### config.mk
export PLATFORM = sky130hd
export DESIGN_NAME = stream_fifo_top
export DESIGN_NICKNAME = d
export VERILOG_FILES = /design/src/design/fifo_pkg.sv /design/src/design/axis_fifo_sync.sv /design/src/design/skid_buffer.sv /design/src/design/stream_fifo_top.sv /design/src/design/sync_simple_dual_ram.sv
export SDC_FILE = /design/constraint.sdc
export NUM_CORES = 1
export LEC_CHECK = 0
export ABC_AREA = 1
export BUFFER_PORTS_ARGS = -buffer_cell sky130_fd_sc_hd__buf_2
export CAP_MARGIN = 0
export CORE_MARGIN = 4
export CORE_UTILIZATION = 45
export DETAILED_ROUTE_END_ITERATION = 8
export GPL_TIMING_DRIVEN = 0
export SYNTH_ARGS = -nofsm -noshare
export SYNTH_HDL_FRONTEND = slang
export SYNTH_HIERARCHICAL = 1
export SYNTH_SLANG_ARGS = --single-unit
### constraint.sdc
create_clock -name clk -period 6.4 [get_ports clk]
set_clock_uncertainty 0.2 [all_clocks]
set_input_delay 1.28 -clock clk [delete_from_list [all_inputs] [get_ports clk]]
set_output_delay 1.28 -clock clk [all_outputs]
set_load 0.01 [all_outputs]
### src/design/fifo_pkg.sv
`default_nettype none

package fifo_pkg;

    // stream word and ram word width
    localparam int DATA_WIDTH = 32;

    // ram addressing
    localparam int ADDR_WIDTH = 4;
    localparam int DEPTH = 2 ** ADDR_WIDTH; // 16 entries

    // extra top bit tells full from empty
    localparam int PTR_WIDTH = ADDR_WIDTH + 1;

    // read register plus output register
    localparam int RAM_LATENCY = 2;

endpackage

`default_nettype wire

### src/design/axis_fifo_sync.sv
`timescale 1ns/1ps
`default_nettype none

module axis_fifo_sync (
    input  logic                            clk,
    input  logic                            rst,
    // write stream
    input  logic [fifo_pkg::DATA_WIDTH-1:0] write_tdata,
    input  logic                            write_tvalid,
    output logic                            write_tready,
    // read stream
    output logic [fifo_pkg::DATA_WIDTH-1:0] read_tdata,
    output logic                            read_tvalid,
    input  logic                            read_tready
);

    // write side
    logic [fifo_pkg::DATA_WIDTH-1:0] write_data;
    logic                            write_valid;
    logic                            write_ready;
    logic                            ram_we;

    // pointers and flags
    logic [fifo_pkg::PTR_WIDTH-1:0]  wr_ptr;
    logic [fifo_pkg::PTR_WIDTH-1:0]  rd_ptr;
    logic                            fifo_full;
    logic                            fifo_empty;

    // read side
    logic [fifo_pkg::DATA_WIDTH-1:0] ram_data;
    logic                            rd_issue;
    logic [fifo_pkg::RAM_LATENCY-1:0] rd_pipe;
    logic                            ram_valid;
    logic                            stall_flag;
    logic [fifo_pkg::DATA_WIDTH-1:0] stall_data;
    logic                            stall_capture;
    logic [fifo_pkg::DATA_WIDTH-1:0] out_data;
    logic                            out_valid;
    logic                            read_ready;
    logic                            rd_done;
    logic [1:0]                      in_flight;

    skid_buffer skid_buffer_write (
        .clk        (clk),
        .rst        (rst),
        .din        (write_tdata),
        .din_valid  (write_tvalid),
        .din_ready  (write_tready),
        .dout       (write_data),
        .dout_valid (write_valid),
        .dout_ready (write_ready)
    );

    assign fifo_empty = (wr_ptr == rd_ptr);
    assign fifo_full  = (wr_ptr[fifo_pkg::PTR_WIDTH-1] != rd_ptr[fifo_pkg::PTR_WIDTH-1]) &&
                        (wr_ptr[fifo_pkg::ADDR_WIDTH-1:0] == rd_ptr[fifo_pkg::ADDR_WIDTH-1:0]);

    assign write_ready = ~fifo_full;
    assign ram_we      = write_valid & write_ready;

    always_ff @(posedge clk) begin
        if (rst) begin
            wr_ptr <= '0;
        end else if (ram_we) begin
            wr_ptr <= wr_ptr + 1'b1;
        end
    end

    sync_simple_dual_ram ram_inst (
        .clk   (clk),
        .wea   (ram_we),
        .addra (wr_ptr[fifo_pkg::ADDR_WIDTH-1:0]),
        .dina  (write_data),
        .addrb (rd_ptr[fifo_pkg::ADDR_WIDTH-1:0]),
        .doutb (ram_data)
    );

    // Words past the RAM read port have three places to sit: the two
    // registers of the output skid and the stall register. in_flight counts
    // words from read issue until they leave on the read stream, so a read is
    // only started when a landing place is guaranteed for its data.
    assign rd_done  = read_tvalid & read_tready;
    assign rd_issue = ~fifo_empty & read_ready & (in_flight != 2'd3);

    always_ff @(posedge clk) begin
        if (rst) begin
            rd_ptr    <= '0;
            rd_pipe   <= '0;
            in_flight <= 2'd0;
        end else begin
            if (rd_issue) begin
                rd_ptr <= rd_ptr + 1'b1;
            end
            rd_pipe   <= {rd_pipe[fifo_pkg::RAM_LATENCY-2:0], rd_issue};
            in_flight <= in_flight + {1'b0, rd_issue} - {1'b0, rd_done};
        end
    end

    assign ram_valid = rd_pipe[fifo_pkg::RAM_LATENCY-1]; // doutb holds a word

    // stall word always goes out ahead of the live ram word
    assign out_valid = stall_flag | ram_valid;
    assign out_data  = stall_flag ? stall_data : ram_data;

    // ram word cannot go straight into the output skid
    assign stall_capture = ram_valid & (stall_flag | ~read_ready);

    always_ff @(posedge clk) begin
        if (rst) begin
            stall_flag <= 1'b0;
        end else begin
            stall_flag <= stall_capture | (stall_flag & ~read_ready);
        end
    end

    always_ff @(posedge clk) begin
        if (stall_capture) begin
            stall_data <= ram_data;
        end
    end

    skid_buffer skid_buffer_read (
        .clk        (clk),
        .rst        (rst),
        .din        (out_data),
        .din_valid  (out_valid),
        .din_ready  (read_ready),
        .dout       (read_tdata),
        .dout_valid (read_tvalid),
        .dout_ready (read_tready)
    );

endmodule

`default_nettype wire

### src/design/skid_buffer.sv
`timescale 1ns/1ps
`default_nettype none

module skid_buffer (
    input  logic                           clk,
    input  logic                           rst,
    input  logic [fifo_pkg::DATA_WIDTH-1:0] din,
    input  logic                           din_valid,
    output logic                           din_ready,
    output logic [fifo_pkg::DATA_WIDTH-1:0] dout,
    output logic                           dout_valid,
    input  logic                           dout_ready
);

    logic [fifo_pkg::DATA_WIDTH-1:0] skid_data;
    logic                            skid_valid;
    logic                            in_xfer;
    logic                            main_free;

    assign in_xfer   = din_valid & din_ready;
    // main register is empty or is handing its word over this cycle
    assign main_free = ~dout_valid | dout_ready;

    // control state
    // din_ready is the inverse of skid_valid once out of reset
    always_ff @(posedge clk) begin
        if (rst) begin
            dout_valid <= 1'b0;
            skid_valid <= 1'b0;
            din_ready  <= 1'b0; // rises on the first edge after reset
        end else begin
            if (main_free) begin
                dout_valid <= skid_valid | in_xfer; // skid word first
                skid_valid <= 1'b0;
                din_ready  <= 1'b1;
            end else if (in_xfer) begin
                // park the word while the sink stalls
                skid_valid <= 1'b1;
                din_ready  <= 1'b0;
            end
        end
    end

    // payload
    always_ff @(posedge clk) begin
        if (main_free) begin
            if (skid_valid) begin
                dout <= skid_data;
            end else begin
                dout <= din;
            end
        end
        if (!main_free && in_xfer) begin
            skid_data <= din; // extra word after ready drop
        end
    end

endmodule

`default_nettype wire

### src/design/stream_fifo_top.sv
`timescale 1ns/1ps
`default_nettype none

module stream_fifo_top (
    input  logic                            clk,
    input  logic                            rst,
    // write stream from the source
    input  logic [fifo_pkg::DATA_WIDTH-1:0] write_tdata,
    input  logic                            write_tvalid,
    output logic                            write_tready,
    // read stream to the sink
    output logic [fifo_pkg::DATA_WIDTH-1:0] read_tdata,
    output logic                            read_tvalid,
    input  logic                            read_tready
);

    // single clock domain with sync reset
    axis_fifo_sync u_fifo (
        .clk          (clk),
        .rst          (rst),
        .write_tdata  (write_tdata),
        .write_tvalid (write_tvalid),
        .write_tready (write_tready),
        .read_tdata   (read_tdata),
        .read_tvalid  (read_tvalid),
        .read_tready  (read_tready)
    );

endmodule

`default_nettype wire

### src/design/sync_simple_dual_ram.sv
`timescale 1ns/1ps
`default_nettype none

module sync_simple_dual_ram (
    input  logic                            clk,
    input  logic                            wea,
    input  logic [fifo_pkg::ADDR_WIDTH-1:0] addra,
    input  logic [fifo_pkg::DATA_WIDTH-1:0] dina,
    input  logic [fifo_pkg::ADDR_WIDTH-1:0] addrb,
    output logic [fifo_pkg::DATA_WIDTH-1:0] doutb
);

    logic [fifo_pkg::DATA_WIDTH-1:0] mem [0:fifo_pkg::DEPTH-1];
    logic [fifo_pkg::DATA_WIDTH-1:0] rd_reg;

    // write only port a
    always_ff @(posedge clk) begin
        if (wea) begin
            mem[addra] <= dina;
        end
    end

    // read port b through the array read register and the output register
    // two cycles from addrb to doutb as in block ram with its
    // output pipeline stage enabled
    always_ff @(posedge clk) begin
        rd_reg <= mem[addrb];
        doutb  <= rd_reg;
    end

endmodule

`default_nettype wire

==> results of run 1 <==
[cells in the mapped netlist (all sizes together) (4+ instances only)]
cell type / count / area (um^2)
clkbuf: 27 / 161.4
dfxtp: 85 / 1702
nor2: 43 / 176.4
nand3b: 5 / 50.05
xor2: 4 / 35.03
edfxtp: 672 / 20180
buf: 100 / 762.0
ha: 4 / 50.05
inv: 422 / 1602
a21oi: 8 / 51.30
nand3: 395 / 1994
nand2: 1004 / 3844
[worst max-delay path: cells and delay by family, from the launching register on]
family                 cells  cell delay (ns)
buffers and inverters      2             0.37
DFF                        1             0.53
and+or+nand+nor            7             1.63
[cells in the final DEF (no fill, tap or decap), types with 23 or more instances in the layout]
cell,count
sky130_fd_sc_hd__nand2_1,976
sky130_fd_sc_hd__edfxtp_1,672
sky130_fd_sc_hd__inv_1,416
sky130_fd_sc_hd__nand3_1,393
sky130_fd_sc_hd__buf_2,111
sky130_fd_sc_hd__dfxtp_1,85
sky130_fd_sc_hd__clkbuf_16,84
sky130_fd_sc_hd__clkbuf_1,40
sky130_fd_sc_hd__buf_6,35
sky130_fd_sc_hd__nand2_2,27
sky130_fd_sc_hd__nor2_1,23
[final cells by class]
cell class / count / area (um^2)
tap: 873 / 1092
buffer: 127 / 923.4
clock buffer: 114 / 2325
clock inverter: 32 / 391.6
fill: 5658 / 31990
sequential: 757 / 21880
timing repair buffer: 88 / 788.3
inverter: 423 / 1605
multi-input combinational: 1471 / 6396
[how the worst max path moves through the flow]
stage / start / end / slack [ns]
6_report: u_fifo/wr_ptr[2]$_SDFFE_PP0P_ / u_fifo/ram_inst/mem[6][15]$_DFFE_PP_ / 3.34
5_1_grt: u_fifo/rd_ptr[1]$_SDFFE_PP0P_ / u_fifo/skid_buffer_write/skid_data[15]$_DFFE_PP_ / 3.17
4_1_cts: u_fifo/rd_ptr[1]$_SDFFE_PP0P_ / u_fifo/skid_buffer_write/skid_data[15]$_DFFE_PP_ / 3.28
3_5_place_dp: read_tready / u_fifo/skid_buffer_read/skid_data[24]$_DFFE_PP_ / 2.79
3_3_place_gp: u_fifo/rd_ptr[1]$_SDFFE_PP0P_ / u_fifo/skid_buffer_write/skid_data[19]$_DFFE_PP_ / 0.61
2_1_floorplan: read_tready / u_fifo/skid_buffer_read/skid_data[0]$_DFFE_PP_ / 2.46
[power groups by stage]
stage	sequential, W	combinational [W]	clock (W)
after floorplan	0.00619	0.00180	0
after global placement	0.00620	0.00299	0
after detailed placement	0.00622	0.00304	0
after CTS	0.00612	0.00305	0.00483
after global routing	0.00616	0.00335	0.00505
final	0.00611	0.00308	0.00473
[metrics by stage]
| stage | util (%) | worst slack (ns) | cell area (um^2) | power [W] | hold WS, ns |
|---|---|---|---|---|---|
| 2_1_floorplan | - | 2.458 | 30660 | 0.007993 | 0.1096 |
| 3_3_place_gp | 47.63 | 0.6130 | 32100 | 0.009190 | 0.1126 |
| 3_5_place_dp | 48.50 | 2.792 | 32690 | 0.009260 | 0.1121 |
| 4_1_cts | 52.53 | 3.282 | 35400 | 0.01400 | 0.1257 |
| 5_1_grt | 52.53 | 3.172 | 35400 | 0.01457 | 0.1286 |
| 6_report | 52.53 | 3.344 | 35400 | 0.01393 | 0.1190 |
[layer usage]
layer | global-route usage [%] | vias to the layer above | share of wire [%]
li1 | - | 9350 | -
met1 | 29.60 | 9344 | 41
met2 | 35.10 | 857 | 46
met3 | 3.860 | 173 | 8.8
met4 | 8.816 | 2 | 3.5
met5 | 0 | - | 0.017
[cells by family after synthesis]
family	count (synthesis)	share of synthesized area, %
fa+ha+maj	4	0.1632
buf+inv	550	8.246
compound gates	11	0.2162
simple gates	1449	19.82
flops	757	71.36
xor+xnor	7	0.1999
==> results.py, run 1 <==
metrics = {
    "power_and_ir_drop": {
        "ir_worst_vdd_mv": 0.2017,
        "cell_internal_pwr_w": 0.009648,
        "power.clock.fraction_pct": 34.0,
        "power.share.combinational_pct": 22.1,
        "powerDensity_mw_per_mm2": 393.3,
        "leakage_nw": 14.85,
        "seq_power_share_pct": 43.9,
        "net-switching-power_w": 0.004277,
        "switching_share_pct": 30.72,
    },
    "synthesis": {
        "synth_top_flop_cell": "sky130_fd_sc_hd__edfxtp_1",
        "yosys.cell_types.count": 32,
        "synth-seq-area-share_pct": 71.36,
        "syn-num-nets": 2818,
        "syn_avg_cell_area_um2": 11.04,
        "synth_seq_cells": 757,
        "synthArstFlopShare_pct": 0,
        "post_synth_inst_count": 2778,
        "syn_area_mm2": 0.03066,
        "yosysWarningCount": 6,
        "synth_enable_flop_cells": 672,
    },
    "detailed_routing": {
        "post_drt_via_cell_ratio": 5.077,
        "avgRoutedWirePerCell_um": 20.15,
        "antenna_left": 0,
        "route.vias.total": 19730,
        "routed_wl_um": 78300,
        "drt_pre_antenna_iters": 6,
        "dr.first_iter.drc_count": 1991,
        "post-route-drc-count": 0,
    },
    "timing": {
        "post-route-min-period_ns": 3.056,
        "period_share_pct": 47.74,
        "slew_headroom_pct": 22.05,
        "timing.final.setup_violations": 0,
        "fin_tns_setup_ns": 0,
        "unrepaired_setup_endpoints_after_global_routing": "false",
        "finalHoldViolCount": 0,
        "achievable-frequency_ghz": 0.3273,
        "tightest_slew_ns": 1.168,
        "finalMaxSlewViolations": 0,
    },
    "worst_setup_path": {
        "critical_path_required_ns": 6.52,
        "timing.critical_path.fanout_max": 18,
        "startpoint_kind_of_the_worst_setup_timing_path": "flip-flop",
        "r2r_end": "u_fifo/ram_inst/mem[6][15]$_DFFE_PP_",
        "crit-reg2reg-launch": "u_fifo/wr_ptr[2]$_SDFFE_PP0P_",
        "worst_path_largest_cell_delay_ns": 0.83,
        "reg2reg_depth": 9,
        "critical_path.cell_chain": "nand2_1, nand2_2, nor2_4, nand3b_4, nand2_4, inv_2, nand3b_1, nor2_4, buf_16",
        "crit_path_top_delay_cell": "sky130_fd_sc_hd__nor2_4",
        "worst_setup_path_end_kind": "flip-flop",
        "critical_path.most_common_cell": "sky130_fd_sc_hd__nor2_4",
        "worstPathArrival_ns": 3.18,
        "rrSetupSlack_ns": 3.34,
        "criticalPathCategory": "reg -> reg",
    },
    "outcome": {
        "status": "finished, final reports clean",
    },
    "floorplan": {
        "core.rowCount": 95,
        "fp.dieW_um": 269.0,
        "top_level_ports": 70,
        "die_area_mm2": 0.07238,
        "floorplan.initialDensity_pct": 45.50,
        "fp.coreArea_mm2": 0.06740,
        "die_y_um": 269.0,
    },
    "global_route": {
        "gr-total-overflow": 0,
        "grt_pass1_wl_um": 116700,
        "antenna_found_initial": 2,
        "number_of_global_route_vias_before_repair": 19010,
        "grt_use_total_pct": 21.79,
        "pin_count_of_the_biggest_net_entering_global_routing": 34,
    },
    "placed_design": {
        "numPortBuffers": 69,
        "placed_wire_length_estimate_um": 51780,
        "post-place-cells": 3739,
        "gp_routability_congestion": 0.8417,
    },
    "clock_tree": {
        "cts-htree-levels": 3,
        "hold_buffers": 0,
        "clock-sinks": 757,
        "clock_insertion_delay_worst_skew_ns": 0.63,
        "cts_resized": 0,
        "cts-root-to-sink-buffers": 3,
        "cts_made_buffers": 80,
        "clock_tree_from_tritoncts": "done",
        "cts.clk_slew.worst_paths_ns": 0.06,
        "cts_post_setup_buffers_inserted": 0,
        "cts_root_buf": "sky130_fd_sc_hd__clkbuf_16",
    },
    "hold_path": {
        "min-delay-path-class": "reg -> reg",
        "hold_path_cells": 0,
        "hold_path.startpoint": "u_fifo/ram_inst/rd_reg[10]$_DFF_P_",
        "worstHoldEndpoint": "u_fifo/ram_inst/doutb[10]$_DFF_P_",
    },
    "cells_and_area": {
        "num_antenna_cells": 0,
        "finalNonFillerCells": 3885,
        "syn2layout_area_growth_pct": 15.45,
        "ratio_of_cells_with_drive_above_1_in_the_final_layout_pct": 12.08,
        "max_reg_flops": 512,
        "nets": 2988,
        "regMostFlops": "u_fifo/ram_inst/mem",
    },
    "job": {
        "max_cap_viol_count": 0,
    },
}
Power figures use the tool's default switching activity.
==> run 2, diff against run 1 <==
==> constraint.sdc (replaced) <==
create_clock -name clk -period 2.9 [get_ports clk]
set_clock_uncertainty 0.2 [all_clocks]
set_input_delay 0.58 -clock clk [delete_from_list [all_inputs] [get_ports clk]]
set_output_delay 0.58 -clock clk [all_outputs]
set_load 0.01 [all_outputs]
==> results.py, run 2 (synthesis gave the netlist of run 1 again) <==
metrics = {
    "detailed_routing": {
        "routed_wl_um": 78540,
        "route.vias.total": 19750,
        "post_drt_via_cell_ratio": 5.035,
        "drt_pre_antenna_iters": 8,
        "dr.first_iter.drc_count": 1959,
        "antenna_left": 0,
        "post-route-drc-count": 0,
        "avgRoutedWirePerCell_um": 20.02,
    },
    "global_route": {
        "pin_count_of_the_biggest_net_entering_global_routing": 34,
        "global_route.usage.met2_pct": 35.96,
        "grt_pass1_wl_um": 115900,
        "met1_usage_pct": 28.08,
        "antenna_found_initial": 3,
        "gr-total-overflow": 0,
        "grt_use_total_pct": 21.70,
        "groute.layer.met3.usage_pct": 4.937,
        "number_of_global_route_vias_before_repair": 19050,
        "grt-busiest-layer": "met2",
    },
    "clock_tree": {
        "clock_insertion_delay_worst_skew_ns": 0.62,
        "cts_root_buf": "sky130_fd_sc_hd__clkbuf_16",
        "clock-sinks": 757,
        "cts-htree-levels": 3,
        "cts-root-to-sink-buffers": 3,
        "cts_made_buffers": 78,
        "cts.clk_slew.worst_paths_ns": 0.06,
        "clock_tree_from_tritoncts": "done",
    },
    "cells_and_area": {
        "num_antenna_cells": 0,
        "fill_cells": 5681,
        "multiInputGateArea_mm2": 0.006424,
        "regMostFlops": "u_fifo/ram_inst/mem",
        "stdcell_area_mm2": 0.03561,
        "sequential_cell_area_mm2": 0.02188,
        "layout.cells.most_common": "sky130_fd_sc_hd__nand2_1",
        "nets": 3026,
        "syn2layout_area_growth_pct": 16.13,
        "layout_common_cells": "sky130_fd_sc_hd__nand2_1 (976), sky130_fd_sc_hd__edfxtp_1 (672), sky130_fd_sc_hd__inv_1 (416)",
        "ratio_of_cells_with_drive_above_1_in_the_final_layout_pct": 12.13,
        "max_reg_flops": 512,
    },
    "floorplan": {
        "fp.coreArea_mm2": 0.06740,
        "top_level_ports": 70,
        "floorplan.initialDensity_pct": 45.50,
        "die_area_mm2": 0.07238,
        "die_y_um": 269.0,
        "fp.dieW_um": 269.0,
        "core.rowCount": 95,
    },
    "worst_setup_path": {
        "worst_setup_path_end_kind": "flip-flop",
        "critical_path.cell_chain": "nand2_1, nand2_1, nor2_4, nand3b_4, nand2_4, inv_2, nand3_1, nor2_4, buf_12",
        "startpoint_kind_of_the_worst_setup_timing_path": "flip-flop",
        "timing.critical_path.fanout_max": 20,
        "critical_path_required_ns": 3.01,
        "worst_path_largest_cell_delay_ns": 0.61,
        "criticalPathCategory": "reg -> reg",
        "worstPathArrival_ns": 2.95,
        "crit_path_top_delay_cell": "sky130_fd_sc_hd__nor2_4",
    },
    "placed_design": {
        "placed_wire_length_estimate_um": 51520,
        "numPortBuffers": 69,
        "placement.cell_area_mm2": 0.03261,
        "gp_routability_congestion": 0.8461,
    },
    "timing": {
        "slew_headroom_pct": 18.90,
        "tightest_slew_ns": 1.216,
        "post-route-min-period_ns": 2.841,
        "period_share_pct": 97.96,
        "finalHoldViolCount": 0,
        "achievable-frequency_ghz": 0.3520,
        "finalMaxSlewViolations": 0,
        "fin_hold_ws_ns": 0.03949,
        "timing.final.setup_violations": 0,
    },
    "power_and_ir_drop": {
        "leakage_nw": 14.91,
        "total_power_w": 0.03011,
        "powerDensity_mw_per_mm2": 845.4,
        "ir_worst_vdd_mv": 0.4551,
    },
    "job": {
        "max_cap_viol_count": 0,
    },
    "outcome": {
        "status": "finished, final reports clean",
    },
    "hold_path": {
        "min-delay-path-class": "in -> reg",
    },
}
==> run 2: worst max-delay path: cells and delay by family, from the launching register on <==
| kind | cells | cell delay [ns] |
|---|---|---|
| simple gates | 7 | 1.43 |
| buf+inv | 2 | 0.37 |
| flops | 1 | 0.48 |
==> run 2: worst paths after layout <==
path | to | cells past startpoint | start | slack (ns)
setup / recovery | u_fifo/ram_inst/mem[15][12]$_DFFE_PP_ | 9 | u_fifo/wr_ptr[1]$_SDFFE_PP0P_ | 0.06
hold reg to reg | u_fifo/ram_inst/doutb[10]$_DFF_P_ | 0 | u_fifo/ram_inst/rd_reg[10]$_DFF_P_ | 0.10
hold / removal | u_fifo/skid_buffer_write/din_ready$_SDFFE_PP0P_ | 4 | write_tvalid | 0.04
setup reg to reg | u_fifo/ram_inst/mem[15][12]$_DFFE_PP_ | 9 | u_fifo/wr_ptr[1]$_SDFFE_PP0P_ | 0.06
==> run 2: cell type report <==
class / instances / area share (%)
sequential: 757 / 61.46
multi-input combinational: 1473 / 18.04
clock buffer: 102 / 6.114
inverter: 423 / 4.508
timing repair buffer: 126 / 3.289
tap: 873 / 3.067
buffer: 127 / 2.593
clock inverter: 42 / 0.9346
==> run 2: metal layers <==
layer  vias up  wire length, um
met3       172             7210
met2       821            37500
met1      9327            31190
li1       9427                -
met4         6             2608
met5         -               34
==> run 2: where the power goes <==
| part | internal [W] | leakage [nW] | total (W) | switching (W) |
|---|---|---|---|---|
| Sequential | 0.0130 | 6.86 | 0.0135 | 0.000455 |
| Clock | 0.00566 | 1.24 | 0.00976 | 0.00410 |
| Combinational | 0.00207 | 6.82 | 0.00688 | 0.00482 |
| Total | 0.0207 | 14.9 | 0.0301 | 0.00937 |
==> run 2: stage by stage <==
step	setup slack (ns)	util, %	std cells	TNS [ns]
floorplan	-0.1594	-	2778	-60.33
global placement	-1.959	47.66	3720	-886.77
detailed placement	-0.4588	48.39	3737	-20.50
CTS	0.04671	52.73	3919	0
global route	-0.009480	52.84	3923	-0.05281
finish	0.05910	52.84	3923	0
==> run 2: repair_timing <==
action                                  CTS  global route
resized for setup                         5             1
pin swaps                                 2             3
endpoints found under the hold margin    32             0
hold buffers                             32             0
endpoints found under the setup margin  123            27
gates cloned                              2             0
setup buffers                             4             4
==> run 3, diff against run 2 <==
--- a/config.mk
+++ b/config.mk
@@ -5,7 +5,6 @@
 export SDC_FILE = /design/constraint.sdc
 export NUM_CORES = 1
 export LEC_CHECK = 0
-export ABC_AREA = 1
 export BUFFER_PORTS_ARGS = -buffer_cell sky130_fd_sc_hd__buf_2
 export CAP_MARGIN = 0
 export CORE_MARGIN = 4
==> results.py, run 3 <==
metrics = {
    "detailed_routing": {
        "drt_pre_antenna_iters": 7,
        "antenna_left": 0,
        "dr.first_iter.drc_count": 1225,
        "avgRoutedWirePerCell_um": 24.71,
        "post-route-drc-count": 0,
        "post_drt_via_cell_ratio": 5.501,
        "route.vias.total": 12860,
        "routed_wl_um": 57740,
    },
    "job": {
        "max_cap_viol_count": 0,
    },
    "synthesis": {
        "synth_enable_flop_cells": 672,
        "synthArstFlopShare_pct": 0,
        "yosysWarningCount": 6,
        "synth_area_leaders": "sky130_fd_sc_hd__edfxtp_1 (72%), sky130_fd_sc_hd__mux4_2 (10%), sky130_fd_sc_hd__dfxtp_1 (6.1%)",
        "synth_seq_cells": 757,
        "syn_area_mm2": 0.02784,
        "yosys.cell_count.top_type": "sky130_fd_sc_hd__edfxtp_1",
        "netlist.top_cell.by_area": "sky130_fd_sc_hd__edfxtp_1",
        "synth-seq-area-share_pct": 78.60,
        "post_synth_inst_count": 1252,
        "yosys-mux-area-fraction_pct": 15.35,
        "synth_compound_area_share_pct": 2.283,
        "syn_avg_cell_area_um2": 22.24,
        "yosys.cell_types.count": 39,
        "synth-adder-area-share_pct": 0.2157,
        "synth-xor-area-share_pct": 0.2517,
        "syn-num-nets": 1292,
        "synth_commonest_cells": "sky130_fd_sc_hd__edfxtp_1 (672), sky130_fd_sc_hd__mux4_2 (128), sky130_fd_sc_hd__dfxtp_1 (85), sky130_fd_sc_hd__a22oi_1 (64), sky130_fd_sc_hd__mux2_4 (59)",
        "basic_gate_share_of_the_synthesized_area_counting_and_or_nand_and_nor_cells_pct": 1.784,
        "synthDominantCellAreaShare_pct": 72.49,
        "synth_top_flop_cell": "sky130_fd_sc_hd__edfxtp_1",
        "synth_top_family_by_area": "multiplexers",
    },
    "timing": {
        "post-route-min-period_ns": 2.825,
        "period_share_pct": 97.40,
        "tightest_slew_ns": 0.9033,
        "timing.final.setup_violations": 0,
        "achievable-frequency_ghz": 0.3540,
        "unrepaired_setup_endpoints_after_global_routing": "false",
        "worst_slack_ns": 0.07534,
        "finalHoldViolCount": 0,
        "fin_hold_ws_ns": 0.1206,
        "finalMaxSlewViolations": 0,
        "slew_headroom_pct": 39.64,
    },
    "worst_setup_path": {
        "crit_path_top_delay_cell": "sky130_fd_sc_hd__or3b_4",
        "criticalPathCategory": "reg -> reg",
        "worstPathArrival_ns": 2.92,
        "critical_path_required_ns": 3.00,
        "rrSetupSlack_ns": 0.08,
        "startpoint_kind_of_the_worst_setup_timing_path": "flip-flop",
        "timing.critical_path.fanout_max": 14,
        "worst_path_largest_cell_delay_ns": 0.53,
        "worst_setup_path_end_kind": "flip-flop",
        "critical_path.cell_chain": "xnor2_1, and4_1, buf_6, a21boi_4, or3b_4, nor3_4, buf_12, buf_16",
    },
    "global_route": {
        "number_of_global_route_vias_before_repair": 13020,
        "antenna_found_initial": 3,
        "grt_pass1_wl_um": 84990,
        "pin_count_of_the_biggest_net_entering_global_routing": 38,
        "gr-total-overflow": 0,
        "grt_use_total_pct": 17.40,
    },
    "cells_and_area": {
        "layout_common_cells": "sky130_fd_sc_hd__edfxtp_1 (672), sky130_fd_sc_hd__mux4_2 (128), sky130_fd_sc_hd__clkbuf_16 (80)",
        "layout.cells.most_common": "sky130_fd_sc_hd__edfxtp_1",
        "final_core_util_pct": 54.31,
        "fill_cells": 4604,
        "multiInputGateArea_mm2": 0.005736,
        "max_reg_flops": 512,
        "sequential_cell_area_mm2": 0.02189,
        "regMostFlops": "u_fifo/ram_inst/mem",
        "ratio_of_cells_with_drive_above_1_in_the_final_layout_pct": 33.93,
        "syn2layout_area_growth_pct": 18.64,
        "nets": 1529,
    },
    "clock_tree": {
        "cts-htree-levels": 3,
        "cts.clk_slew.worst_paths_ns": 0.06,
        "cts_root_buf": "sky130_fd_sc_hd__clkbuf_16",
        "cts-root-to-sink-buffers": 3,
        "clock_insertion_delay_worst_skew_ns": 0.61,
        "cts_made_buffers": 77,
        "clock_tree_from_tritoncts": "done",
        "clock-sinks": 757,
    },
    "floorplan": {
        "die_y_um": 256.7,
        "fp.coreArea_mm2": 0.06081,
        "die_area_mm2": 0.06591,
        "fp.dieW_um": 256.7,
        "top_level_ports": 70,
        "core.rowCount": 90,
        "floorplan.initialDensity_pct": 45.78,
    },
    "power_and_ir_drop": {
        "leakage_nw": 10.76,
        "ir_worst_vdd_mv": 0.3967,
        "powerDensity_mw_per_mm2": 692.6,
    },
    "placed_design": {
        "placement.setup.worst_slack_ns": -1.209,
        "gp_routability_congestion": 0.7354,
        "numPortBuffers": 69,
        "placed_wire_length_estimate_um": 34620,
    },
    "outcome": {
        "status": "finished, final reports clean",
    },
    "hold_path": {
        "min-delay-path-class": "reg -> reg",
    },
}
==> run 3: cell count changes in the layout (fill, tap and decap cells not counted), moves of 13 or more <==
cell / previous run / this run
sky130_fd_sc_hd__mux4_2: 0 / 128
sky130_fd_sc_hd__buf_6: 35 / 5
sky130_fd_sc_hd__nand2_2: 27 / 0
sky130_fd_sc_hd__buf_2: 111 / 74
sky130_fd_sc_hd__mux2_4: 0 / 59
sky130_fd_sc_hd__nand2_1: 976 / 38
sky130_fd_sc_hd__mux2_2: 0 / 42
sky130_fd_sc_hd__a22oi_1: 0 / 64
sky130_fd_sc_hd__nor2_1: 23 / 9
sky130_fd_sc_hd__buf_4: 8 / 26
sky130_fd_sc_hd__nor2b_1: 0 / 13
sky130_fd_sc_hd__inv_1: 416 / 6
sky130_fd_sc_hd__nand3_1: 393 / 1
==> run 3: layout make-up <==
class,instances,share of cell area [%]
inverter,6,0.06819
clock inverter,33,0.6251
timing repair buffer,155,4.902
antenna,2,0.01515
multi-input combinational,434,17.37
clock buffer,110,6.554
sequential,757,66.29
buffer,58,1.216
tap,782,2.962
==> run 3: routing by layer <==
layer / global-route usage (%) / share of wire [%] / vias up
li1: - / - / 5628
met3: 3.602 / 7.5 / 71
met2: 28.09 / 49 / 441
met4: 4.955 / 1.9 / 0
met5: 0 / 0 / -
met1: 24.35 / 42 / 6717
==> run 3: repair_timing <==
action | CTS | global route
pin swaps | 19 | 0
gates resized for setup | 2 | 4
gates cloned | 2 | 1
hold buffers | 32 | 0
setup endpoints to repair | 385 | 102
buffers inserted | 31 | 2
endpoints found under the hold margin | 32 | 0
==> run 3: path summary, 6_finish.rpt <==
path | start | to | depth (start not counted)
worst min register to register | u_fifo/ram_inst/rd_reg[21]$_DFF_P_ | u_fifo/ram_inst/doutb[21]$_DFF_P_ | 0
worst max-delay path | u_fifo/rd_ptr[1]$_SDFFE_PP0P_ | u_fifo/ram_inst/mem[0][12]$_DFFE_PP_ | 8
worst min-delay path | u_fifo/ram_inst/rd_reg[21]$_DFF_P_ | u_fifo/ram_inst/doutb[21]$_DFF_P_ | 0
worst max register to register | u_fifo/rd_ptr[1]$_SDFFE_PP0P_ | u_fifo/ram_inst/mem[0][12]$_DFFE_PP_ | 8
==> run 3: logic make-up after synthesis <==
kind of cell    count (synthesis)
flops                         757
buf+inv                        64
compound gates                 84
xor+xnor                        8
mux                           232
fa+ha+maj                       5
simple gates                  102
==> run 3: power by group <==
part           leakage, nW  total [W]  internal [W]  switching, W
clock                 1.17    0.00927       0.00531       0.00396
sequential            6.86     0.0123        0.0121      0.000201
combinational         2.73    0.00125      0.000691      0.000564
total                 10.8     0.0229        0.0181       0.00473
==> run 3: worst max-delay path, delay by kind of cell, from the launching register on <==
kind,cells,cell delay [ns]
AOI/OAI and AO/OA,1,0.23
xor gates and xnor gates,1,0.14
buffers and inverters,3,0.47
DFF,1,0.52
and+or+nand+nor,3,0.93
==> run 3: through the flow <==
stage	power (W)	instance area, um^2	TNS [ns]	std cells
6_report	0.02288	33030	0	2337
4_1_cts	0.02314	33000	0	2332
5_1_grt	0.02374	33020	0	2335
3_3_place_gp	0.01377	29230	-997.92	2103
2_1_floorplan	0.01338	27910	-100.23	1252
3_5_place_dp	0.01381	29820	-95.32	2124
